### src/mem_sys_pkg.sv
/*
 * shared types for the two-way data cache and its banked main memory
 */
`default_nettype none

package mem_sys_pkg;

   // address geometry
   localparam int TAG_W      = 5;
   localparam int IDX_W      = 8;
   localparam int OFS_W      = 3;
   localparam int ADDR_W     = TAG_W + IDX_W + OFS_W;
   localparam int WORD_W     = 16;
   localparam int LINE_WORDS = 4;
   localparam int MEM_RD_LAT = 2;

   typedef struct packed {
      logic [TAG_W-1:0] tag;
      logic [IDX_W-1:0] index;
      logic [OFS_W-1:0] offset;
   } addr_fields_t;

   // byte address, seen raw or split into tag, index and offset
   typedef union packed {
      logic [ADDR_W-1:0] raw;
      addr_fields_t      fields;
   } addr_u;

   typedef struct packed {
      logic              comp;
      logic              write;
      logic              valid_in;
      logic [TAG_W-1:0]  tag;
      logic [IDX_W-1:0]  index;
      logic [OFS_W-1:0]  offset;
      logic [WORD_W-1:0] data;
   } cache_req_t;

   typedef struct packed {
      logic              hit;
      logic              valid;
      logic              dirty;
      logic [TAG_W-1:0]  tag;
      logic [WORD_W-1:0] data;
   } way_rsp_t;

   typedef struct packed {
      logic              rd;
      logic              wr;
      addr_u             addr;
      logic [WORD_W-1:0] data;
   } mem_req_t;

   typedef struct packed {
      logic              stall;
      logic              rd_valid;
      logic [WORD_W-1:0] rd_data;
   } mem_rsp_t;

endpackage

`default_nettype wire

### src/cache_ctrl.sv
/*
 * cache controller FSM: compare, dirty writeback, line fill from memory
 * and the processor-side stall, done and err strobes
 */
`timescale 1ns/1ns
`default_nettype none

module cache_ctrl (
   input  logic                                 clk,
   input  logic                                 arst_n,
   input  mem_sys_pkg::addr_u                   addr,
   input  logic [mem_sys_pkg::WORD_W-1:0]       data_in,
   input  logic                                 rd,
   input  logic                                 wr,
   output logic [mem_sys_pkg::WORD_W-1:0]       data_out,
   output logic                                 done,
   output logic                                 stall,
   output logic                                 cache_hit,
   output logic                                 err,
   output mem_sys_pkg::cache_req_t              way_req,
   output logic                                 way0_en,
   output logic                                 way1_en,
   input  mem_sys_pkg::way_rsp_t                way0_rsp,
   input  mem_sys_pkg::way_rsp_t                way1_rsp,
   output mem_sys_pkg::mem_req_t                mem_req,
   input  mem_sys_pkg::mem_rsp_t                mem_rsp
);
   import mem_sys_pkg::*;

   localparam int WSEL_W = $clog2(LINE_WORDS);

   typedef enum logic [2:0] {
      S_IDLE, S_ERR, S_COMP, S_WB, S_ALLOC, S_FCOMP, S_DONE
   } state_t;

   state_t            state;
   state_t            state_nxt;
   addr_u             addr_q;
   logic [WORD_W-1:0] data_q;
   logic              rd_q;
   logic              wr_q;
   logic              victim_q;
   logic              way_q;
   logic              way_pick;
   logic [WSEL_W:0]   issue_cnt;
   logic [WSEL_W-1:0] fill_cnt;
   logic              accept;
   logic              any_hit;
   logic              mem_go;
   logic              issue_last;
   logic              fill_last;
   way_rsp_t          sel_rsp;

   assign stall      = (state != S_IDLE);
   assign accept     = (rd | wr) & ~stall;
   assign any_hit    = way0_rsp.hit | way1_rsp.hit;
   assign mem_go     = (mem_req.rd | mem_req.wr) & ~mem_rsp.stall;
   assign issue_last = (issue_cnt[WSEL_W-1:0] == WSEL_W'(LINE_WORDS - 1));
   assign fill_last  = (fill_cnt == WSEL_W'(LINE_WORDS - 1));

   // invalid way first, way 0 if both, else the toggling victim bit
   assign way_pick = ~way0_rsp.valid ? 1'b0 : (~way1_rsp.valid ? 1'b1 : victim_q);
   assign sel_rsp  = way_q ? way1_rsp : way0_rsp;

   // hit way during compare, chosen way afterwards
   assign data_out = ((state == S_COMP) ? way1_rsp.hit : way_q) ? way1_rsp.data : way0_rsp.data;

   always_ff @(posedge clk or negedge arst_n) begin
      if (!arst_n) begin
         state     <= S_IDLE;
         rd_q      <= 1'b0;
         wr_q      <= 1'b0;
         victim_q  <= 1'b0;
         way_q     <= 1'b0;
         issue_cnt <= '0;
         fill_cnt  <= '0;
      end else begin
         state    <= state_nxt;
         victim_q <= victim_q ^ accept;
         if (accept) begin
            rd_q <= rd;
            wr_q <= wr;
         end
         if (state == S_COMP) begin
            way_q     <= way_pick;
            issue_cnt <= '0;
            fill_cnt  <= '0;
         end else begin
            if (mem_go) begin
               // writeback wraps to zero so the fill starts at word 0
               issue_cnt <= (state == S_WB && issue_last) ? '0 : issue_cnt + 1'b1;
            end
            if (state == S_ALLOC && mem_rsp.rd_valid) begin
               fill_cnt <= fill_cnt + 1'b1;
            end
         end
      end
   end

   always_ff @(posedge clk) begin
      if (accept) begin
         addr_q <= addr;
         data_q <= data_in;
      end
   end

   always_comb begin
      state_nxt        = state;
      way_req.comp     = 1'b0;
      way_req.write    = 1'b0;
      way_req.valid_in = 1'b1;
      way_req.tag      = addr_q.fields.tag;
      way_req.index    = addr_q.fields.index;
      way_req.offset   = addr_q.fields.offset;
      way_req.data     = data_q;
      way0_en          = 1'b0;
      way1_en          = 1'b0;
      mem_req.rd       = 1'b0;
      mem_req.wr       = 1'b0;
      mem_req.addr     = addr_q;
      mem_req.data     = sel_rsp.data;
      done             = 1'b0;
      cache_hit        = 1'b0;
      err              = 1'b0;

      case (state)
         S_IDLE: begin
            if (accept) begin
               state_nxt = addr.raw[0] ? S_ERR : S_COMP;
            end
         end
         S_ERR: begin
            err       = 1'b1;
            state_nxt = S_IDLE;
         end
         S_COMP: begin
            way0_en       = rd_q | wr_q;
            way1_en       = rd_q | wr_q;
            way_req.comp  = 1'b1;
            way_req.write = wr_q;
            cache_hit     = any_hit;
            done          = any_hit;
            if (any_hit) begin
               state_nxt = S_IDLE;
            end else if (way_pick ? way1_rsp.dirty : way0_rsp.dirty) begin
               state_nxt = S_WB;
            end else begin
               state_nxt = S_ALLOC;
            end
         end
         S_WB: begin
            // victim word goes out to its own tag at this index
            way_req.offset              = {issue_cnt[WSEL_W-1:0], 1'b0};
            mem_req.wr                  = 1'b1;
            mem_req.addr.fields.tag     = sel_rsp.tag;
            mem_req.addr.fields.offset  = {issue_cnt[WSEL_W-1:0], 1'b0};
            if (mem_go && issue_last) begin
               state_nxt = S_ALLOC;
            end
         end
         S_ALLOC: begin
            way0_en                    = ~way_q;
            way1_en                    = way_q;
            way_req.write              = mem_rsp.rd_valid;
            way_req.offset             = {fill_cnt, 1'b0};
            way_req.data               = mem_rsp.rd_data;
            mem_req.rd                 = ~issue_cnt[WSEL_W];
            mem_req.addr.fields.offset = {issue_cnt[WSEL_W-1:0], 1'b0};
            if (mem_rsp.rd_valid && fill_last) begin
               state_nxt = S_FCOMP;
            end
         end
         S_FCOMP: begin
            // line is resident now, a write lands as a compare hit
            way0_en       = ~way_q;
            way1_en       = way_q;
            way_req.comp  = 1'b1;
            way_req.write = wr_q;
            state_nxt     = S_DONE;
         end
         S_DONE: begin
            done      = 1'b1;
            state_nxt = S_IDLE;
         end
         default: begin
            state_nxt = S_IDLE;
         end
      endcase
   end

endmodule

`default_nettype wire

### config.mk
export PLATFORM = sky130hd
export DESIGN_NAME = cache_ctrl
export DESIGN_NICKNAME = d
export VERILOG_FILES = /design/src/mem_sys_pkg.sv /design/src/cache_ctrl.sv
export SDC_FILE = /design/constraint.sdc
export NUM_CORES = 1
export LEC_CHECK = 0
export ABC_AREA = 1
export ABC_CLOCK_PERIOD_IN_PS = 2800
export BUFFER_PORTS_ARGS = -buffer_cell sky130_fd_sc_hd__buf_2
export CAP_MARGIN = 20
export CORE_UTILIZATION = 39
export CTS_CLUSTER_SIZE = 10
export DETAILED_ROUTE_END_ITERATION = 10
export PLACE_DENSITY = 0.87
export SETUP_SLACK_MARGIN = 0.1
export SYNTH_ARGS = -nofsm -noshare
export SYNTH_HDL_FRONTEND = slang
export SYNTH_SLANG_ARGS = --single-unit
### constraint.sdc
create_clock -name clk -period 2.8 [get_ports clk]
set_input_delay 0.56 -clock clk [delete_from_list [all_inputs] [get_ports clk]]
set_output_delay 0.56 -clock clk [all_outputs]
set_load 0.1 [all_outputs]
==> key figures <==
Placed design
  • RePlAce Congestion: 0.806
  • Dpl hpwl: 6520 um
  • Pre-CTS setup slack: 0.472 ns
  • PortBufs: 191

Timing
  • Final hold violations: 0
  • Setup violations, final: 0
  • RSZ-0062 raised after global routing: false
  • Final WS setup: 0.227 ns
  • Post-route clock period utilization: 0.919
  • Final slew viol count: 0
  • Fin crit period: 2.57 ns
  • Skew final: 0.0102 ns
  • Maximum clock rate: 0.389 GHz

Setup path
  • Worst path slowest cell: dfrtp_1
  • Startpoint types: flop
  • Crit path cell chain: inv_2, nand2_2, nor2_8, nand2_2, nand2_4, nand2_1, o21ai_2, buf_12
  • CP arrival: ~2.0 ns
  • Critical Path RT: approximately 2.2 ns
  • CP delay by family, top: simple AND/OR/NAND/NOR gates
  • Crit-path max FO: 32
  • Critical path class: reg2out
  • CP bufs+invs: 2
  • Crit-path max cell delay: 0.44 ns
  • Setup crit end kind: primary output
  • Cell mode on critical path: nand2_2

Flow run
  • Max-cap viol count: 0

Route
  • DRT Pass-1 Iters: 4
  • Post-Route WL: slightly below 8000 um
  • DRC errors left: 0
  • Via count: 2915
  • Final antenna-violating net count: 0
  • Starting DRT DRC Count: 129
  • Vias per inst: 4.75
  • Wire per inst: 12.8 um

Die
  • Rows: 30
  • Core area: 6830 um^2
  • Die X: about 87 um
  • Die area: 7490 um^2
  • Starting density of the core: 0.408
  • Boundary Pins: 193
  • Chip Height: 86.5 um

Global route
  • GR Util met1: 0.237
  • Initial antenna violation count: 0
  • Vias in the first global route: 2687
  • GRT Util Overall: 0.207
  • Most used routing layer: met2
  • Global-route met3 utilization: 0.0371
  • Grt ovf: 0
  • Met2 usage: 0.385
  • Pin count of the biggest net entering global routing: 45
  • First-pass GRT wire length: 12100 um

Synth
  • Synth top area cells: edfxtp_1 (34%), nand2_1 (18%), dfrtp_1 (11%)
  • Seq cells post-synth: 44
  • Post-synthesis area per instance: 7.94 um^2
  • Synth async-reset ratio: 0.273
  • Post-synth EDFFs: 32
  • Post-Syn Area: 2790 um^2
  • Sequential share of the synthesized area: 0.452
  • Syn. warnings: 0
  • Synth unique cells: 31
  • Synth area leader: edfxtp_1
  • Post-synth top area share: 0.345
  • Mapped Cells: 351
  • Main synth FF type: edfxtp_1
  • Net count after synthesis: 455

Clock network
  • CTS tree: built
  • Clk_lat worst skew: between 0.2 and 0.3 ns
  • Max Buffers Root-to-Sink: 2
  • Setup bufs post-CTS: 0
  • Resize count post-CTS: 0
  • Hold-fix buffers, CTS: 0
  • Worst-path clk slew: 0.08 ns
  • Total CTS buffers: 5
  • Root Driver: clkbuf_8
  • Htree depth: 2
  • Sink Count: 44

Layout
  • P&R area growth vs syn: 53.1%
  • Ant. Diodes: 0
  • Final net count: 621
  • Share of post-route cells with drive strength above 1: 0.475
  • Commonest cells after routing, fill and taps aside: buf_2 (162), nand2_1 (132), inv_1 (37), edfxtp_1 (32), buf_12 (29)
  • FILL cells: around 560
  • Commonest non-fill, non-tap cell in the layout: buf_2

Hold path
  • HP Class: in2async

Outcome
  • Outcome: complete, no violations
[worst reg2reg max path: stages, from the launching register on]
cell and delay, ns:
dfrtp_1 0.46, inv_1 0.12, nand2_1 0.11, nor2_1 0.22, inv_1 0.13, nor2_4 0.20
buf_4 0.39
[metal layers]
metal  share of wire  vias to the layer above
met5               0                        -
met4           0.023                        0
met3           0.060                       16
met2            0.54                      131
met1            0.38                     1338
li1                -                     1430
[sequential cells by signal (all words and copies together) (netlist names)]
register,count
rd_q,1
wr_q,1
way_q,1
victim_q,1
state,3
fill_cnt,2
data_q,16
addr_q,16
issue_cnt,3
[Yosys cell counts, types with 3 or more instances]
library cell  count
nand2_1         133
inv_1            37
edfxtp_1         32
o21ai_0          28
buf_4            25
o21ai_2          17
dfrtp_1          12
nand3_1          12
nor2_1           12
buf_2             4
o21ai_1           4
buf_6             3
clkbuf_1          3
inv_2             3
nand2_2           3
[kinds of logic (layout without fill, tap and decap cells)]
family / Yosys count / after routing / synth area share
flip-flops: 44 / 44 / 0.452
buffers and inverters: 77 / 244 / 0.148
AO/OA/AOI/OAI: 55 / 55 / 0.126
adder cells (fa/ha/maj): 2 / 2 / 0.00898
other: 1 / 1 / 0.00135
AND/OR/NAND/NOR: 171 / 171 / 0.260
XOR/XNOR: 1 / 1 / 0.00314
[area by class of cell]
cell class / count / area (um^2) / share of cell area
multi-input cells: 230 / 1210 / 0.283
repair buffers: 195 / 1420 / 0.333
flip-flops and latches: 44 / 1260 / 0.296
clock buffers: 8 / 101 / 0.0237
inverters: 41 / 156 / 0.0366
well taps: 96 / 120 / 0.0281
[path summary, 6_finish.rpt]
path                                        end  slack, ns                  from  depth (start not counted)
max                                 data_out[8]       0.23  state[0]$_DFFE_PN0P_                          8
min reg2reg                    rd_q$_DFFE_PN0P_       0.47      rd_q$_DFFE_PN0P_                          2
min in group clk            addr_q[3]$_DFFE_PP_       0.44               addr[3]                          1
min                            rd_q$_DFFE_PN0P_       0.13                arst_n                          1
max reg2reg                addr_q[15]$_DFFE_PP_       0.81  state[1]$_DFFE_PN0P_                          6
max in group asynchronous  state[2]$_DFFE_PN0P_       2.43                arst_n                          1
[stage by stage]
step                      hold slack, ns  TNS (ns)  cells  cell area (um^2)   util
after floorplan                    0.264     -3.01    351              2880      -
after global placement             0.449         0    606              4170  0.610
after detailed placement           0.454         0    606              4170  0.610
after CTS                          0.133         0    614              4270  0.625
after global routing               0.138         0    614              4270  0.625
final                              0.134         0    614              4270  0.625
Power is not shown: default switching activity piles up to over one toggle a cycle in this logic, so the estimate is an artifact.
